**src/hdl/fb_pkg.sv**
```systemverilog
package fb_pkg;

    // pixel and address widths
    typedef logic [3:0] pixel_t;
    typedef logic [9:0] fb_addr_t;
    typedef logic [7:0] fb_count_t;

    // screen geometry, visible area first
    localparam int H_ACTIVE = 32;
    localparam int V_ACTIVE = 24;
    localparam int H_TOTAL = 40;
    localparam int V_TOTAL = 28;
    localparam int H_SYNC_FIRST = 34;
    localparam int H_SYNC_LAST = 35;
    localparam int V_SYNC_FIRST = 25;
    localparam int V_SYNC_LAST = 26;
    localparam int FB_PIXELS = H_ACTIVE * V_ACTIVE;

    // register map, byte addresses
    localparam logic [15:0] PIX_BASE = 16'h0000;
    localparam logic [15:0] CTRL_ADDR = 16'h1000;
    localparam logic [15:0] STATUS_ADDR = 16'h1004;

    localparam logic [1:0] RESP_OKAY = 2'b00;

    // manager side of the AXI4-Lite bus
    typedef struct packed {
        logic        awvalid;
        logic [15:0] awaddr;
        logic        wvalid;
        logic [31:0] wdata;
        logic [3:0]  wstrb;
        logic        bready;
        logic        arvalid;
        logic [15:0] araddr;
        logic        rready;
    } axil_req_t;

    // subordinate side
    typedef struct packed {
        logic        awready;
        logic        wready;
        logic        bvalid;
        logic [1:0]  bresp;
        logic        arready;
        logic        rvalid;
        logic [31:0] rdata;
        logic [1:0]  rresp;
    } axil_rsp_t;

    typedef enum logic [1:0] {
        fill_idle,
        fill_armed,
        fill_busy
    } fill_state_t;

endpackage

```
**src/hdl/fill_engine.sv**
```systemverilog
`timescale 1ns/10ps

module fill_engine
    import fb_pkg::*;
(
    input  logic     clock,
    input  logic     rst,
    input  logic     fill_start,
    input  pixel_t   fill_color,
    input  logic     swap_pulse,
    output logic     fill_we,
    output fb_addr_t fill_addr,
    output pixel_t   fill_data,
    output logic     fill_active
);

    fill_state_t state;
    fb_addr_t    addr_cnt;
    pixel_t      color_q;

    always_ff @(posedge clock) begin
        if (rst) begin
            state <= fill_idle;
            addr_cnt <= '0;
        end else begin
            case (state)
                fill_idle: begin
                    if (fill_start) begin
                        state <= fill_armed;
                    end
                end
                // wait for the new back buffer
                fill_armed: begin
                    addr_cnt <= '0;
                    if (swap_pulse) begin
                        state <= fill_busy;
                    end
                end
                fill_busy: begin
                    addr_cnt <= addr_cnt + fb_addr_t'(1);
                    if (addr_cnt == fb_addr_t'(FB_PIXELS - 1)) begin
                        state <= fill_idle;
                    end
                end
                default: state <= fill_idle;
            endcase
        end
    end

    always_ff @(posedge clock) begin
        if (state == fill_idle && fill_start) begin
            color_q <= fill_color;
        end
    end

    // one pixel per cycle while busy
    assign fill_we = (state == fill_busy);
    assign fill_addr = addr_cnt;
    assign fill_data = color_q;
    assign fill_active = (state != fill_idle);

endmodule

```
**config.mk**
```make
export PLATFORM = sky130hd
export DESIGN_NAME = fill_engine
export DESIGN_NICKNAME = d
export VERILOG_FILES = /design/src/hdl/fb_pkg.sv /design/src/hdl/fill_engine.sv
export SDC_FILE = /design/constraint.sdc
export NUM_CORES = 1
export LEC_CHECK = 0
export BUFFER_PORTS_ARGS = -buffer_cell sky130_fd_sc_hd__buf_2
export CAP_MARGIN = 20
export CORE_MARGIN = 5
export CORE_UTILIZATION = 35
export CTS_CLUSTER_DIAMETER = 30
export CTS_CLUSTER_SIZE = 28
export DETAILED_ROUTE_END_ITERATION = 16
export MAX_ROUTING_LAYER = met4
export PLACE_DENSITY_LB_ADDON = 0.12
export SKIP_LAST_GASP = 1
export SLEW_MARGIN = 20
export SYNTH_ARGS = -nofsm -noshare
export SYNTH_HDL_FRONTEND = slang
export SYNTH_SLANG_ARGS = --single-unit
```
**constraint.sdc**
```tcl
create_clock -name clock -period 2.6 [get_ports clock]
set_input_delay 0.26 -clock clock [delete_from_list [all_inputs] [get_ports clock]]
set_output_delay 0.26 -clock clock [all_outputs]
set_load 0.01 [all_outputs]
```
==> summary.md, run 1 <==
| Metric | Value |
|---|---|
| Status | complete, no violations |
| Area after DPL | 907 um^2 |
| Worst R2R Setup Slack | 960 ps |
| Post-route setup slack | 961 ps |
| #FFs+latches synth | 16 |
| Detailed Route Iter0 Violations | 6 |
| Final setup vio count | 0 |
| DRC | 0 |
| VDD IR-drop max | 0.000361 V |
| DR vias | 606 |
| P_leak | 0.000425 uW |
| Tcrit/Tclk final | 63.0% |
| First-pass GRT wire length | 2.41 mm |
| NetSw | 219 uW |
| Top cells by count, synth | 12 x dfxtp_1, 9 x nor2_1, 6 x ha_1, 6 x inv_1, 6 x nand2b_1 |
| Post-CTS Resized | 0 |
| Horiz. Die Dim | 56.5 um |
| Routed length per instance | 11.2 um |
| Least-Margin Pin Slew | 314 ps |
| Synth async-reset ratio | 0% |
| Area grow syn2layout | 23.1% |
| Clock Sink Count | 16 |
| Die Height | 56.5 um |
| DRT Pass-1 Iters | 2 |
| Max Used Layer | met4 |
| Vias per cell | 4.70 |
| Crit path required time | 2770 ps |
| RR Startpoint | state[0] |
| Worst-Skew Late Latency | 280 ps |
| Crit path to | fill_addr[9] |
| Hold_buf cts | 0 |
| Hpwl dp | 1.15 mm |
| Max-Cap Viols | 0 |
| Setup TNS Final | 0 ps |
| Post-synthesis cell area | 758 um^2 |
| Drt total wl | 1.45 mm |
| Hold Crit Class | in2reg |
| Most common cell in the netlist | dfxtp_1 |
| Clock power share | 19.9% |
| Core Box Area | 2020 um^2 |
| Setup slack at placement | 974 ps |
| Met1 wire length | 667 um |
| Combinational share of power | 34.3% |
| CTS Buf Count | 3 |
| Worst Setup Start Kind | flop |
| CTS tree | done |
| RSZ-0062 raised after global routing | false |
| Vias in the first global route | 574 |
| Area contributors post-synth | dfxtp_1 32%, edfxtp_1 16%, ha_1 9.9% |
| IO Port Bufs | 23 |
| Post-synth EDFFs | 4 |
| IO Pins | 24 |
| Met3 routed WL | 87 um |
| Clk slew on worst S/H paths | 90 ps |
| Post-synth top area share | 31.7% |
| CP endpoint kind | flop |
| Crit path launch | state[0] |
| Tmin final | 1640 ps |
| Synth unique cells | 25 |
| CTS H-tree lvls | 1 |
| Net Sw Frac | 33.3% |
| Yosys top cell by area | dfxtp_1 |
| Normalized max-slew margin | 79.0% |
| CTS root buf | clkbuf_4 |
| Final hold vios | 0 |
| Critical-path maximum fanout | 8 |
| Design Area, Final | 933 um^2 |
| All-layer global routing usage | 9.68% |
| Syn Inst Count | 75 |
| Largest net degree at the start of global routing | 10 |
| Layout cells sized above 1 | 28.4% |
| Ratio of total power to cell area | 705 nW/um^2 |
| Row count | 16 |
| Power share of the sequential group | 45.8% |
| Crit Path Class | reg2reg |
| Seq/Total Area, Yosys | 47.5% |
| ANT nets after route | 0 |
| Worst Skew | 2.44 ps |
| Initial antenna violation count | 0 |
| Post-CTS Repair Setup Buffers | 0 |
| Initial core utilization | 37.5% |
| Synth Warn # | 0 |
| Met2 wire length | 668 um |
| Syn Area/Cell | 10.1 um^2 |
| Ys flop type | dfxtp_1 |
| R2R cell count | 6 |
| # nets final | 117 |
| Congestion Overflow GR | 0 |
| Slew Limit Fails | 0 |
| Die area | 3200 um^2 |
| GPL Wtd Cong | 0.738 |
| Internal | 439 uW |
| Diode count | 0 |
| End of the worst register-to-register path | fill_addr[9] |
| Crit path DAT | 1810 ps |
| Fmax | 610 MHz |
| Syn Nets | 89 |
| Max Buffers Root-to-Sink | 2 |
==> worst max-delay path, cell delays in order (launching register included) <==
cell and delay [ps]:
dfxtp_1 390, inv_1 100, ha_1 420, and4_4 290, nand4_1 120, xor2_1 160
nor2_1 50
==> power groups by stage <==
| stage | Clock (uW) | Combinational (uW) | Sequential (uW) |
|---|---|---|---|
| 2_1_floorplan | 0 | 157 | 312 |
| 3_3_place_gp | 0 | 226 | 305 |
| 3_5_place_dp | 0 | 229 | 308 |
| 4_1_cts | 139 | 232 | 302 |
| 5_1_grt | 153 | 254 | 305 |
| 6_report | 131 | 226 | 301 |
==> worst min path at each step <==
stage | from | to | slack (ps) | depth (start not counted)
3_5_place_dp | fill_color[0] | fill_data[0] | 440 | 1
2_1_floorplan | rst | fill_addr[0] | 330 | 1
6_report | fill_color[0] | fill_data[0] | 150 | 1
4_1_cts | fill_color[0] | fill_data[0] | 140 | 1
3_3_place_gp | fill_color[1] | fill_data[1] | 440 | 1
5_1_grt | fill_color[2] | fill_data[2] | 130 | 1
==> layout by cell type (no fill, tap or decap) <==
| cell type | instances |
|---|---|
| mux2i_1 | 2 |
| nand2_1 | 3 |
| ha_1 | 6 |
| nand2b_1 | 6 |
| and4_4 | 1 |
| a22oi_1 | 1 |
| clkbuf_4 | 3 |
| nand3b_1 | 1 |
| or3_1 | 1 |
| nand4_1 | 2 |
| clkbuf_1 | 1 |
| xor2_1 | 5 |
| nor2_1 | 9 |
| and4_1 | 1 |
| o21ai_1 | 1 |
| nand3_1 | 3 |
| dfxtp_1 | 12 |
| a21oi_1 | 3 |
| nor3_1 | 1 |
| a21o_2 | 1 |
| buf_2 | 23 |
| and3_1 | 1 |
| a31oi_1 | 1 |
| a221oi_1 | 1 |
| xnor2_1 | 2 |
| inv_1 | 6 |
| nand4_2 | 1 |
| edfxtp_1 | 4 |
==> registers in the layout, indices dropped and copies added, names as in the netlist <==
signal and cells:
fill_addr 10, fill_data 4, state 2
==> routing by layer <==
layer	vias to the layer above	GRT usage [%]
met5	-	-
met4	0	5.08
met3	4	2.98
met2	16	14.7
met1	274	11.4
li1	312	-
==> cells by family (layout without fill, tap and decap cells) <==
family / count (synthesis) / count (layout) / share of synthesized area [%]
simple gates: 30 / 30 / 22.1
compound gates: 8 / 8 / 6.77
buf+inv: 6 / 33 / 2.97
mux: 2 / 2 / 2.64
flops: 16 / 16 / 47.5
fa+ha+maj: 6 / 6 / 9.90
xor+xnor: 7 / 7 / 8.09
==> area by class of cell <==
| cell class | instances | area [um^2] |
|---|---|---|
| Fill cell | 216 | 1090 |
| Multi-Input combinational cell | 53 | 375 |
| Sequential cell | 16 | 360 |
| Timing Repair Buffer | 23 | 115 |
| Tap cell | 27 | 33.8 |
| Clock buffer | 4 | 26.3 |
| Inverter | 6 | 22.5 |
==> metrics by stage <==
stage | hold WS [ps] | util, % | cells | total power (uW)
3_3_place_gp | 438 | 44.9 | 125 | 531
4_1_cts | 144 | 46.2 | 129 | 672
3_5_place_dp | 442 | 44.9 | 125 | 537
6_report | 152 | 46.2 | 129 | 658
5_1_grt | 135 | 46.2 | 129 | 712
2_1_floorplan | 329 | - | 75 | 469
Power figures use the tool's default switching activity.
==> run 2: changes to the inputs <==
==> constraint.sdc (replaced) <==
create_clock -name clock -period 1.4 [get_ports clock]
set_input_delay 0.14 -clock clock [delete_from_list [all_inputs] [get_ports clock]]
set_output_delay 0.14 -clock clock [all_outputs]
set_load 0.01 [all_outputs]
==> run 2 against run 1 <==
Against the previous run:
- via count grew 4.8%
- sequential share of layout area shrank 4.2 points
- cell count grew 8.5%
- global-route usage grew 1.8 points
- final area grew 13%
- sequential power grew 85%
- register-to-register slack lost 890 ps
- hold slack lost 130 ps
- setup slack lost 910 ps
- core utilization grew 5.9 points
- clock power grew 89%
==> summary.md, run 2 (synthesized netlist as in run 1, its figures left out) <==
| Metric | Value |
|---|---|
| Status | complete, no violations |
| Row count | 16 (unchanged) |
| Sequence of cells on the critical path | buf_4 > ha_2 > buf_4 > buf_2 |
| Horiz. Die Dim | 56.5 um (unchanged) |
| Commonest non-fill, non-tap cell in the layout | buf_2 |
| Die Height | 56.5 um (unchanged) |
| Largest net degree at the start of global routing | 10 (unchanged) |
| Worst R2R Setup Slack | 70 ps (-890 ps) |
| Final setup vio count | 0 (unchanged) |
| R2R cell count | 5 (-1) |
| Hpwl dp | 1.26 mm (+9.7%) |
| Crit path DAT | 1210 ps (-600 ps) |
| ANT nets after route | 0 (unchanged) |
| Clk slew on worst S/H paths | 90 ps (about the same) |
| RR Startpoint | state[1] |
| Initial antenna violation count | 0 (unchanged) |
| RSZ-0062 raised after global routing | true |
| Crit path required time | 1260 ps (-1510 ps) |
| CTS tree | done |
| P_leak | 0.000483 uW (+14%) |
| Post-route setup slack | 49.2 ps (-912 ps) |
| DR vias | 635 (+4.8%) |
| Crit Path Class | reg2out |
| Final hold vios | 0 (unchanged) |
| Diode count | 0 (unchanged) |
| Fmax | 740 MHz |
| Crit path buffers/inverters | 3 (+2) |
| Setup slack at placement | 24.8 ps (-950 ps) |
| Vias per cell | 4.54 (-3.4%) |
| Cell mode on critical path | buf_4 |
| WHS Endpoint | fill_data[0] |
| CP endpoint kind | primary output |
| Clock Sink Count | 16 (unchanged) |
| Critical-path maximum fanout | 4 (-4) |
| CTS root buf | clkbuf_4 |
| Initial core utilization | 37.5% (unchanged) |
| WHS Path Cells | 1 (unchanged) |
| Vias in the first global route | 591 (+3.0%) |
| VDD IR-drop max | 0.00102 V (+180%) |
| Worst Skew | 1.05 ps (-1.39 ps) |
| Tcrit/Tclk final | 96.5% |
| Worst Setup Start Kind | flop |
| Hold Crit Start | fill_color[0] |
| Normalized max-slew margin | 78.5% (-0.47 points) |
| Ratio of total power to cell area | 1350 nW/um^2 (+91%) |
| GPL Wtd Cong | 0.723 (-2.0%) |
| Crit path max-delay family | buffers and inverters |
| Detailed Route Iter0 Violations | 23 (+17) |
| Max Buffers Root-to-Sink | 2 (unchanged) |
| DRT Pass-1 Iters | 4 (+2) |
| Slew Limit Fails | 0 (unchanged) |
| DRC | 0 (unchanged) |
| Filler cell count | 194 (-10%) |
| IO Port Bufs | 23 (unchanged) |
| IO Pins | 24 (unchanged) |
| Slowest library cell on the worst path | dfxtp_2 |
| Area grow syn2layout | 38.9% |
| CTS H-tree lvls | 1 (unchanged) |
| End of the worst register-to-register path | fill_addr[6] |
| Largest stage delay on the critical path | 340 ps (-80 ps) |
| Die area | 3200 um^2 (unchanged) |
| All-layer global routing usage | 11.5% (+1.8 points) |
| First-pass GRT wire length | 2.75 mm (+14%) |
| Layout cells sized above 1 | 43.4% (+15 points) |
| CTS Buf Count | 3 (unchanged) |
| Hold Crit Class | in2reg |
| Worst-Skew Late Latency | 280 ps (about the same) |
| Tot Pwr | 1420 uW (+120%) |
| Least-Margin Pin Slew | 321 ps (+7.26 ps) |
| Largest register FFs | 10 (unchanged) |
| Area after DPL | 987 um^2 (+8.8%) |
| Design Area, Final | 1050 um^2 (+13%) |
| Commonest cells after routing, fill and taps aside | 23 x buf_2, 11 x buf_4, 10 x dfxtp_1 |
| Tmin final | 1350 ps |
| Congestion Overflow GR | 0 (unchanged) |
| # nets final | 128 (+9.4%) |
| Max-Cap Viols | 0 (unchanged) |
| Routed length per instance | 11.6 um (+2.9%) |
| Core Box Area | 2020 um^2 (unchanged) |
| Drt total wl | 1.62 mm (+12%) |
## run 2: cell types whose count changed in the layout (fill, tap and decap cells not counted), moves of 2 or more
cell	previous run	this run
dfxtp_1	12	10
dfxtp_2	0	2
ha_1	6	4
inv_1	6	4
buf_4	0	11
## run 2: stage by stage
step / std cells / TNS, ps / util [%] / hold WS (ps)
4_1_cts: 138 / 0 / 50.1 / 15.3
3_5_place_dp: 134 / 0 / 48.8 / 319
5_1_grt: 140 / -122 / 52.1 / 2.62
6_report: 140 / 0 / 52.1 / 23.9
2_1_floorplan: 75 / 0 / - / 209
3_3_place_gp: 134 / 0 / 48.8 / 317
## run 2: cell type report
cell class	count	area (um^2)	area share [%]
multi-input cells	53	408	38.7
flip-flops and latches	16	363	34.4
repair buffers	34	198	18.8
well taps	27	33.8	3.21
inverters	6	25.0	2.38
clock buffers	3	22.5	2.14
clock inverters	1	3.75	0.356
## run 2: worst register-to-register path, cell delays in order, from the launching register on
cell,delay (ps)
dfxtp_2,360
inv_4,50
ha_4,260
nand4_2,140
or3_1,330
a21oi_1,120
## run 2: layer usage
layer | routed length, um | part of all wire [%] | vias up | global-route usage, %
li1 | - | - | 339 | -
met1 | 747 | 46 | 273 | 14.7
met2 | 704 | 43 | 21 | 15.7
met3 | 152 | 9.4 | 2 | 5.50
met4 | 15 | 0.93 | 0 | 4.07
met5 | 0 | 0 | - | -
## run 2: how the worst max path moves through the flow
| stage | depth (start not counted) | start | endpoint | slack [ps] |
|---|---|---|---|---|
| 4_1_cts | 6 | state[1] | fill_addr[9] | 3 |
| 5_1_grt | 6 | state[0] | fill_addr[9] | -50 |
| 3_3_place_gp | 6 | state[1] | fill_addr[9] | 50 |
| 2_1_floorplan | 5 | state[0] | fill_addr[6] | 10 |
| 3_5_place_dp | 6 | state[1] | fill_addr[9] | 20 |
| 6_report | 4 | state[1] | fill_we | 50 |
## run 2: what timing repair did
item,CTS,global route
endpoints found under the setup margin,0,11
gates resized for setup,0,9
buffers inserted,0,2
hold buffers,0,0
## run 2: where the power goes
group          total (uW)  internal (uW)  leakage [uW]  switching [uW]
combinational         618            309      0.000332             308
clock                 247            104     0.0000154             143
sequential            556            535      0.000136            21.3
total                1420            948      0.000483             473
