[src/hdl/fb_pkg.sv]
package fb_pkg;

    // pixel and address widths
    typedef logic [3:0] pixel_t;
    typedef logic [9:0] fb_addr_t;
    typedef logic [7:0] fb_count_t;

    // screen geometry, visible area first
    localparam int H_ACTIVE = 32;
    localparam int V_ACTIVE = 24;
    localparam int H_TOTAL = 40;
    localparam int V_TOTAL = 28;
    localparam int H_SYNC_FIRST = 34;
    localparam int H_SYNC_LAST = 35;
    localparam int V_SYNC_FIRST = 25;
    localparam int V_SYNC_LAST = 26;
    localparam int FB_PIXELS = H_ACTIVE * V_ACTIVE;

    // register map, byte addresses
    localparam logic [15:0] PIX_BASE = 16'h0000;
    localparam logic [15:0] CTRL_ADDR = 16'h1000;
    localparam logic [15:0] STATUS_ADDR = 16'h1004;

    localparam logic [1:0] RESP_OKAY = 2'b00;

    // manager side of the AXI4-Lite bus
    typedef struct packed {
        logic        awvalid;
        logic [15:0] awaddr;
        logic        wvalid;
        logic [31:0] wdata;
        logic [3:0]  wstrb;
        logic        bready;
        logic        arvalid;
        logic [15:0] araddr;
        logic        rready;
    } axil_req_t;

    // subordinate side
    typedef struct packed {
        logic        awready;
        logic        wready;
        logic        bvalid;
        logic [1:0]  bresp;
        logic        arready;
        logic        rvalid;
        logic [31:0] rdata;
        logic [1:0]  rresp;
    } axil_rsp_t;

    typedef enum logic [1:0] {
        fill_idle,
        fill_armed,
        fill_busy
    } fill_state_t;

endpackage

[src/hdl/scan_timing.sv]
`timescale 1ns/10ps

module scan_timing
    import fb_pkg::*;
(
    input  logic     clock,
    input  logic     rst,
    output fb_addr_t scan_addr,
    input  pixel_t   scan_pixel,
    output pixel_t   pixel_out,
    output logic     pixel_valid,
    output logic     hsync,
    output logic     vsync
);

    logic [5:0] h_cnt;
    logic [4:0] v_cnt;
    logic       active;

    always_ff @(posedge clock) begin
        if (rst) begin
            h_cnt <= '0;
            v_cnt <= '0;
        end else if (h_cnt == 6'(H_TOTAL - 1)) begin
            h_cnt <= '0;
            v_cnt <= (v_cnt == 5'(V_TOTAL - 1)) ? '0 : v_cnt + 5'd1;
        end else begin
            h_cnt <= h_cnt + 6'd1;
        end
    end

    assign active = (h_cnt < 6'(H_ACTIVE)) && (v_cnt < 5'(V_ACTIVE));

    // linear index, parked at zero during blanking
    assign scan_addr = active ? fb_addr_t'(int'(v_cnt) * H_ACTIVE + int'(h_cnt)) : '0;

    // one cycle late so the bank read lines up
    always_ff @(posedge clock) begin
        if (rst) begin
            pixel_valid <= 1'b0;
            hsync <= 1'b0;
            vsync <= 1'b0;
        end else begin
            pixel_valid <= active;
            hsync <= (h_cnt >= 6'(H_SYNC_FIRST)) && (h_cnt <= 6'(H_SYNC_LAST));
            vsync <= (v_cnt >= 5'(V_SYNC_FIRST)) && (v_cnt <= 5'(V_SYNC_LAST));
        end
    end

    // blank outside the visible area
    assign pixel_out = pixel_valid ? scan_pixel : '0;

endmodule

[config.mk]
export PLATFORM = sky130hd
export DESIGN_NAME = scan_timing
export DESIGN_NICKNAME = d
export VERILOG_FILES = /design/src/hdl/fb_pkg.sv /design/src/hdl/scan_timing.sv
export SDC_FILE = /design/constraint.sdc
export NUM_CORES = 1
export LEC_CHECK = 0
export BUFFER_PORTS_ARGS = -buffer_cell sky130_fd_sc_hd__clkbuf_2
export CORE_UTILIZATION = 49
export DETAILED_ROUTE_END_ITERATION = 10
export MAX_ROUTING_LAYER = met4
export PLACE_DENSITY_LB_ADDON = 0.08
export SETUP_SLACK_MARGIN = 0.15
export SYNTH_ARGS = -nofsm -noshare
export SYNTH_HDL_FRONTEND = slang
export SYNTH_SLANG_ARGS = --single-unit
[constraint.sdc]
create_clock -name clock -period 1.7 [get_ports clock]
set_input_delay 0.425 -clock clock [delete_from_list [all_inputs] [get_ports clock]]
set_output_delay 0.425 -clock clock [all_outputs]
set_load 0.05 [all_outputs]
==> flow_summary.toml, run 1 <==
[status]
outcome = "complete, but fails checks"
violations = "negative setup slack"

[clock_tree]
path_clk_slew_ns = 0.09
cts_hold_buf = 0
ctsHtreeMaxLevel = 1
clk-insertion-delay-late_ns = 0.28
cts_tree = "yes"
cts_buffers = 3
root_buffer = "clkbuf_4"
clock_sinks = 14
clockBufferDepth = 2

[timing]
rsz0062_at_grt = "yes"
setup_slack_ns = -0.1634
period_needed_ns = 1.863
hold_violations = 0
finalSetupViolCount = 10
finalClockSkew_ns = 0.01516
relSlewSlack = 0.8165
maxSlewViolCount = 0
fmax_ghz = 0.5367
tightest_slew_ns = 0.2765
worst_hold_slack_ns = 0.4452
fin_crit_sh = 1.096

[grt]
grt.overflow.total = 0
grt_pass1_vias = 723
grt_usage = 0.2455
antenna_found_initial = 0
grt_max_degree = 10
grt_pass1_wl_um = 3132

[place]
routabilityCongestion = 0.7967
place_area_um2 = 1020
io_buffers = 22
dp_slack_ns = 0.03103
dp_hpwl_um = 1277

[cells_and_area]
stdcell_area_um2 = 1129
regArea_um2 = 287.8
fin_nets = 132
final_cell_mix = "clkbuf_2 (12), and2_2 (10), dfxtp_1 (10), clkbuf_4 (9), buf_4 (9)"
n_fill_cell = 112
syn_to_final_growth_pct = 45.25
diodes = 0
multi_input_area_um2 = 551.8
mostFrequentLayoutCell = "clkbuf_2"
drive_above_1_share = 0.5250

[drt]
first_iter_violations = 13
dr_wl_met3_um = 89
drc = 0
first_pass_iters = 5
wl_met2_um = 937
routed_wl_um = 1842
via_per_inst = 5.515
detail_route.wl_per_cell_um = 13.54
met1_length_um = 782
ant_nets = 0
vias = 750
highest_layer = "met4"

[floorplanning]
die_area_um2 = 1749
coreArea_um2 = 1489
io_pins = 23
die_y_um = 41.82
rows = 14
fp.dieW_um = 41.82
start_util = 0.5218

[logic_synthesis]
ys_ff_latch = 14
syn_nets = 100
ys_seq_area_frac = 0.3607
synth.largest_area_cell = "dfxtp_1"
synth.distinct_cells = 28
synth_top_area_share = 0.3607
yosys_warnings = 0
syn-instance-count = 89
avgSynthCellArea_um2 = 8.730
synth.area.top_cells = "dfxtp_1 (36%), and2_1 (10%), ha_1 (8.1%)"
syn_area_um2 = 777.0

[critical_path]
cp.required_ns = 1.27
cp-start-kind = "flip-flop"
max_stage_delay_ns = 0.38
path_class = "flip-flop to output port"
cp_top_family = "flip-flops"
critical_path.endpoint_type = "output port"
slowest_stage = "dfxtp_4"
crit_fanout = 4
cp_cell_sequence = "ha_4 > nand3_1 > xor2_2 > nor2_4 > clkbuf_8"
crit_buf_inv = 1
worstPathArrival_ns = 1.44

[power_and_ir_drop]
max-vdd-ir-drop_mv = 0.5462
power_mw = 0.7015
p_per_area_nw_per_um2 = 621.6
leakage_nw = 0.4744

[worst_hold_path]
hp-class = "primary input to flip-flop"

[job]
max_cap_violations = 0
kinds of logic (layout without fill, tap and decap cells):
family | Yosys count | in the layout | synth area share
and+or+nand+nor | 45 | 45 | 0.3237
DFF | 14 | 14 | 0.3607
AOI/OAI and AO/OA | 11 | 11 | 0.1063
buffers and inverters | 7 | 38 | 0.04669
xor gates and xnor gates | 6 | 6 | 0.06765
adders and majority gates | 5 | 5 | 0.08052
muxes | 1 | 1 | 0.01449
power breakdown:
part	leakage, nW	internal [mW]	switching [mW]
Clock	0.0150	0.0910	0.107
Sequential	0.116	0.338	0.0166
Combinational	0.343	0.0553	0.0930
Total	0.474	0.485	0.217
worst paths after layout:
path	start	to	slack (ns)	cells past startpoint
min	rst	v_cnt[4]	0.45	2
max reg2reg	h_cnt[0]	v_cnt[4]	0.26	5
min reg2reg	h_cnt[0]	h_cnt[0]	0.50	1
max	h_cnt[5]	scan_addr[8]	-0.16	5
through the flow:
step / setup TNS [ns] / instances / util
6_report: -1.061 / 136 / 0.7580
5_1_grt: -1.631 / 136 / 0.7580
4_1_cts: -1.196 / 136 / 0.7487
3_5_place_dp: 0 / 131 / 0.6849
3_3_place_gp: 0 / 131 / 0.6849
2_1_floorplan: 0 / 89 / -
flip-flops by register name, summed over array words and instances (netlist names):
register	flops
v_cnt	5
pixel_valid	1
h_cnt	6
hsync	1
vsync	1
cell usage after synthesis, drive strengths merged:
cell / instances
nor2: 8
nand2: 7
and3: 2
o2bb2ai: 1
xnor2: 3
nand4: 1
ha: 5
o32ai: 1
inv: 3
o21ai: 2
mux2: 1
a21oi: 4
nor3: 4
a41oi: 1
dfxtp: 14
nor3b: 1
xor2: 3
nand3: 5
o41ai: 1
or4: 1
buf: 3
and2: 14
clkbuf: 1
nand2b: 2
a311o: 1
area by class of cell:
type / count / share of cell area
inverter: 3 / 0.009978
multi-input combinational: 68 / 0.4889
timing repair buffer: 31 / 0.2051
clock buffer: 4 / 0.02328
sequential: 14 / 0.2550
tap: 16 / 0.01774
metal layers:
layer	vias up	global-route usage
met5	-	-
met4	0	0.1290
met3	6	0.04783
met2	28	0.4188
met1	351	0.2680
li1	365	-
what timing repair did:
action | CTS | global route
endpoints found under the setup margin | 10 | 14
cloned | 0 | 0
buffers inserted | 1 | 0
pin swaps | 3 | 0
resized for setup | 17 | 6
Note: power is estimated with default switching activity, not from simulation.
==> run 2, diff against run 1 <==
--- a/config.mk
+++ b/config.mk
@@ -5,8 +5,9 @@
 export SDC_FILE = /design/constraint.sdc
 export NUM_CORES = 1
 export LEC_CHECK = 0
+export ABC_AREA = 1
 export BUFFER_PORTS_ARGS = -buffer_cell sky130_fd_sc_hd__clkbuf_2
-export CORE_UTILIZATION = 49
+export CORE_UTILIZATION = 50
 export DETAILED_ROUTE_END_ITERATION = 10
 export MAX_ROUTING_LAYER = met4
 export PLACE_DENSITY_LB_ADDON = 0.08
==> constraint.sdc (replaced) <==
create_clock -name clock -period 2 [get_ports clock]
set_input_delay 0.5 -clock clock [delete_from_list [all_inputs] [get_ports clock]]
set_output_delay 0.5 -clock clock [all_outputs]
set_load 0.05 [all_outputs]
==> flow_summary.toml, run 2 <==
[logic_synthesis]
synthMuxAreaShare = 0
synth_top_flop_cell = "dfxtp_1"
ys_seq_area_frac = 0.3399
async_flop_share = 0
synth_adder_area_share = 0.07587
syn_nets = 127
ys_ff_latch = 14
syn-instance-count = 116
synth_top_family_by_area = "simple AND/OR/NAND/NOR gates"
synth.area.top_cells = "dfxtp_1 (34%), inv_1 (10%), nand2_1 (8.2%)"
synth.largest_area_cell = "dfxtp_1"
yosys.area_share.simple = 0.3642
synth_edf_count = 0
syn_area_um2 = 824.5
synth_xor_area_frac = 0.05311
synth_common_cells = "inv_1 (22), nand2_1 (18), nor2_1 (18)"
yosysMostFrequentCell = "inv_1"
yosys_warnings = 0
synth_compound_area_frac = 0.04552
synth_top_area_share = 0.3399
avgSynthCellArea_um2 = 7.108
synth.distinct_cells = 24

[grt]
grt_pass1_vias = 781
grt_max_degree = 9
antenna_found_initial = 0
grt_pass1_wl_um = 3042
grt.overflow.total = 0
grt_usage = 0.2296

[drt]
routed_wl_um = 1816
vias = 811
first_iter_violations = 18
ant_nets = 0
via_per_inst = 5.069
drc = 0
first_pass_iters = 4
detail_route.wl_per_cell_um = 11.35

[critical_path]
cp-start-kind = "flip-flop"
critical_path.endpoint_type = "output port"
rr_worst_depth = 6
cp.required_ns = 1.50
crit_cells = 5
crit_buf_inv = 2
cp_top_family = "adder cells"
crit_fanout = 2
worstPathArrival_ns = 1.39
crit_path_frequent_cell = "ha_4"
slowest_stage = "dfxtp_4"
cp_cell_sequence = "ha_4 > ha_4 > inv_1 > nor2_2 > buf_8"
path_class = "flip-flop to output port"
max_stage_delay_ns = 0.37

[worst_hold_path]
hp-class = "primary input to flip-flop"
min_path_cells = 2

[status]
outcome = "complete, no violations"

[timing]
maxSlewViolCount = 0
tightest_slew_ns = 0.2774
relSlewSlack = 0.8159
fin_setup_tns_ns = 0
worst_hold_slack_ns = 0.4367
fmax_ghz = 0.5302
finalClockSkew_ns = 0.0008723
period_needed_ns = 1.886
rsz0062_at_grt = "yes"
finalSetupViolCount = 0
hold_violations = 0
fin_crit_sh = 0.9430

[floorplanning]
start_util = 0.5411
die_area_um2 = 1816
rows = 14
io_pins = 23
coreArea_um2 = 1524
die_y_um = 42.61
fp.dieW_um = 42.61

[cells_and_area]
largestRegisters = "h_cnt (6), v_cnt (5)"
drive_above_1_share = 0.4306
largest_reg_flops = 6
final_cell_mix = "inv_1 (21), nand2_1 (16), nor2_1 (12), clkbuf_2 (12), dfxtp_1 (10)"
syn_to_final_growth_pct = 44.92
fin_nets = 156
diodes = 0
mostFrequentLayoutCell = "inv_1"
n_fill_cell = 100
regMostFlops = "h_cnt"

[clock_tree]
clockBufferDepth = 2
cts_tree = "yes"
clock_sinks = 14
root_buffer = "clkbuf_4"
ctsHtreeMaxLevel = 1
clk-insertion-delay-late_ns = 0.28
cts_hold_buf = 0
cts_buffers = 3
path_clk_slew_ns = 0.08

[place]
routabilityCongestion = 0.8038
io_buffers = 22
dp_hpwl_um = 1185

[power_and_ir_drop]
leakage_nw = 0.5585
p_per_area_nw_per_um2 = 484.5
max-vdd-ir-drop_mv = 0.4251

[job]
max_cap_violations = 0
[run 2: cell types whose count changed in the layout (fill, tap and decap cells not counted), moves of 4 or more]
cell / delta
inv_1: +18
and2_2: -10
nand2_1: +10
nor2_2: +7
buf_4: -6
clkbuf_4: -6
nor2_1: +6
clkbuf_8: +4
[run 2: report_power, final]
| part | internal (mW) | switching (mW) | total [mW] |
|---|---|---|---|
| logic | 0.0272 | 0.0578 | 0.0850 |
| clock network | 0.111 | 0.0946 | 0.205 |
| registers | 0.282 | 0.00664 | 0.289 |
[run 2: area by class of cell]
cell class	count	area, µm²	area share
multi-input cells	77	526.8	0.4408
repair buffers	25	227.7	0.1906
clock buffers	4	36.28	0.03037
well taps	16	20.02	0.01675
inverters	24	93.84	0.07853
flip-flops and latches	14	290.3	0.2429
[run 2: path summary, 6_finish.rpt]
kind                 start      endpoint  slack, ns
setup / recovery  v_cnt[0]  scan_addr[6]       0.11
setup reg to reg  h_cnt[1]      v_cnt[3]       0.73
hold / removal         rst      v_cnt[2]       0.44
hold reg to reg   h_cnt[0]      h_cnt[0]       0.47
[run 2: routing by layer]
metal | GRT usage | up-vias | routed length (µm)
li1 | - | 412 | -
met3 | 0.04310 | 5 | 83
met1 | 0.2500 | 371 | 781
met5 | - | - | 0
met4 | 0.09375 | 0 | 30
met2 | 0.4062 | 23 | 920
[run 2: logic make-up after synthesis]
group           count (synthesis)
fa+ha+maj                       5
compound gates                  6
buf+inv                        26
flops                          14
xor+xnor                        5
simple gates                   60
[run 2: stage by stage]
| step | power (mW) | area (µm²) | utilization | worst slack (ns) | std cells |
|---|---|---|---|---|---|
| finish | 0.5790 | 1195 | 0.7841 | 0.1140 | 160 |
| global route | 0.6011 | 1195 | 0.7841 | 0.06960 | 160 |
| CTS | 0.5870 | 1157 | 0.7594 | 0.1265 | 160 |
| detailed placement | 0.3736 | 955.9 | 0.6273 | 0.2102 | 152 |
| global placement | 0.3728 | 955.9 | 0.6273 | 0.2349 | 152 |
| floorplan | 0.3542 | 835.8 | - | 0.1705 | 116 |
[run 2: what timing repair did]
action | CTS | global route
resized for setup | 32 | 15
pin swaps | 2 | 0
setup buffers | 3 | 0
cloned | 1 | 0
endpoints found under the setup margin | 10 | 10
==> run 3, diff against run 2 <==
--- a/config.mk
+++ b/config.mk
@@ -7,6 +7,7 @@
 export LEC_CHECK = 0
 export ABC_AREA = 1
 export BUFFER_PORTS_ARGS = -buffer_cell sky130_fd_sc_hd__clkbuf_2
+export CORE_MARGIN = 8
 export CORE_UTILIZATION = 50
 export DETAILED_ROUTE_END_ITERATION = 10
 export MAX_ROUTING_LAYER = met4
==> constraint.sdc (replaced) <==
create_clock -name clock -period 2 [get_ports clock]
set_input_delay 0.5 -clock clock [delete_from_list [all_inputs] [get_ports clock]]
set_output_delay 0.5 -clock clock [all_outputs]
set_load 0.02 [all_outputs]
==> flow_summary.toml, run 3 (synthesis results as in run 2) <==
[status]
outcome = "complete, no violations"

[drt]
detail_route.wl_per_cell_um = 11.46
via_per_inst = 4.917
ant_nets = 0
routed_wl_um = 1800
vias = 772
drc = 0
first_iter_violations = 14
first_pass_iters = 4

[critical_path]
critical_path.endpoint_type = "output port"
worstPathArrival_ns = 1.33
max_stage_delay_ns = 0.36
cp.required_ns = 1.50
cp-start-kind = "flip-flop"
cp_top_family = "flip-flops"
r2r_slack_ns = 0.72
path_class = "flip-flop to output port"
slowest_stage = "dfxtp_4"
crit_path_frequent_cell = "ha_4"
crit_buf_inv = 1
crit_fanout = 2
cp_cell_sequence = "ha_4 > ha_4 > xnor2_2 > nor2_1 > buf_4"
r2r-start = "h_cnt[1]"
r2r-end = "v_cnt[0]"
cp-startpoint = "v_cnt[0]"
rr_worst_depth = 5

[worst_hold_path]
min_path_cells = 2
holdCritStartpoint = "rst"
hp-class = "primary input to flip-flop"
hold_path_end = "v_cnt[2]"

[floorplanning]
die_y_um = 56.61
io_pins = 23
die_area_um2 = 3205
fp.dieW_um = 56.61
rows = 14
start_util = 0.5411
coreArea_um2 = 1524

[power_and_ir_drop]
p_per_area_nw_per_um2 = 473.8
combPwrFrac = 0.110
power_mw = 0.4968
swShare = 0.2508
switchingPower_mw = 0.1246
leakage_nw = 0.5203
max-vdd-ir-drop_mv = 0.5615
p_int_mw = 0.3722
clock_power_share = 0.309
power_frac_seq = 0.581

[cells_and_area]
regMostFlops = "h_cnt"
final_cell_mix = "inv_1 (22), nor2_1 (18), nand2_1 (17), clkbuf_2 (14), dfxtp_1 (9)"
syn_to_final_growth_pct = 27.16
fin_nets = 154
drive_above_1_share = 0.3688
n_fill_cell = 127
largestRegisters = "h_cnt (6), v_cnt (5)"
largest_reg_flops = 6
mostFrequentLayoutCell = "inv_1"
stdcell_count = 157
diodes = 0

[grt]
grt_max_degree = 12
grt_pass1_vias = 727
antenna_found_initial = 0
grt.overflow.total = 0
grt_pass1_wl_um = 3132
grt_usage = 0.1212

[timing]
finalSetupViolCount = 0
maxSlewViolCount = 0
fin_crit_sh = 0.9159
worst_hold_slack_ns = 0.4482
relSlewSlack = 0.8397
fin_setup_tns_ns = 0
period_needed_ns = 1.832
fmax_ghz = 0.5459
rsz0062_at_grt = "yes"
finalClockSkew_ns = 0.005379
tightest_slew_ns = 0.2382
hold_violations = 0

[clock_tree]
path_clk_slew_ns = 0.08
ctsHtreeMaxLevel = 1
cts_buffers = 3
clockBufferDepth = 2
cts_hold_buf = 0
cts_tree = "yes"
clock_sinks = 14
clk-insertion-delay-late_ns = 0.27
root_buffer = "clkbuf_4"

[place]
dp_hpwl_um = 1374
io_buffers = 22
placedCellCount = 152
routabilityCongestion = 0.7935

[job]
max_cap_violations = 0
run 3: cell count changes in the layout (fill, tap and decap cells not counted), moves of 4 or more:
cell / change
clkbuf_8: -5
nor2_1: +6
buf_4: +5
buf_8: -6
nor2_2: -4
run 3: how the worst max path moves through the flow:
stage,endpoint,slack [ns],cells past startpoint
3_5_place_dp,scan_addr[7],0.32,5
3_3_place_gp,scan_addr[9],0.35,4
4_1_cts,scan_addr[7],0.15,5
2_1_floorplan,scan_addr[7],0.35,4
5_1_grt,scan_addr[7],0.10,5
6_report,scan_addr[7],0.17,5
run 3: power groups by stage:
| stage | combinational [mW] | sequential (mW) | clock, mW |
|---|---|---|---|
| 2_1_floorplan | 0.0330 | 0.298 | 0 |
| 3_3_place_gp | 0.0527 | 0.298 | 0 |
| 3_5_place_dp | 0.0538 | 0.298 | 0 |
| 4_1_cts | 0.0540 | 0.288 | 0.163 |
| 5_1_grt | 0.0602 | 0.290 | 0.176 |
| 6_report | 0.0547 | 0.289 | 0.154 |
run 3: layout make-up:
class                           count  area [µm²]  share of cell area
Timing Repair Buffer               24       140.1              0.1337
Sequential cell                    14       291.5              0.2780
Inverter                           24       90.09             0.08592
Tap cell                           16       20.02             0.01909
Clock buffer                        3       22.52             0.02148
Multi-Input combinational cell     76       484.2              0.4618
run 3: worst reg2reg max path, stage by stage, from the launching register on:
cell     delay, ns
dfxtp_1       0.39
ha_1          0.22
nand3_2       0.11
nor2_4        0.19
xor2_1        0.20
nor2_1        0.06
run 3: per-layer routing:
| metal | vias to the layer above | GRT usage | part of all wire |
|---|---|---|---|
| met1 | 349 | 0.1078 | 0.41 |
| met5 | - | - | 0 |
| li1 | 402 | - | - |
| met4 | 0 | 0.03093 | 0.010 |
| met2 | 19 | 0.2147 | 0.50 |
| met3 | 2 | 0.06966 | 0.084 |
run 3: metrics by stage:
step | cell area (µm²) | setup WS, ns | util
4_1_cts | 1027 | 0.1455 | 0.6741
5_1_grt | 1049 | 0.1033 | 0.6880
3_5_place_dp | 944.7 | 0.3200 | 0.6199
6_report | 1049 | 0.1683 | 0.6880
3_3_place_gp | 944.7 | 0.3452 | 0.6199
2_1_floorplan | 824.5 | 0.3473 | -
run 3: repair_timing:
item | 4_1_cts | 5_1_grt
resized for setup | 12 | 16
setup endpoints to repair | 10 | 8
buffers inserted | 2 | 0
pin swaps | 2 | 1
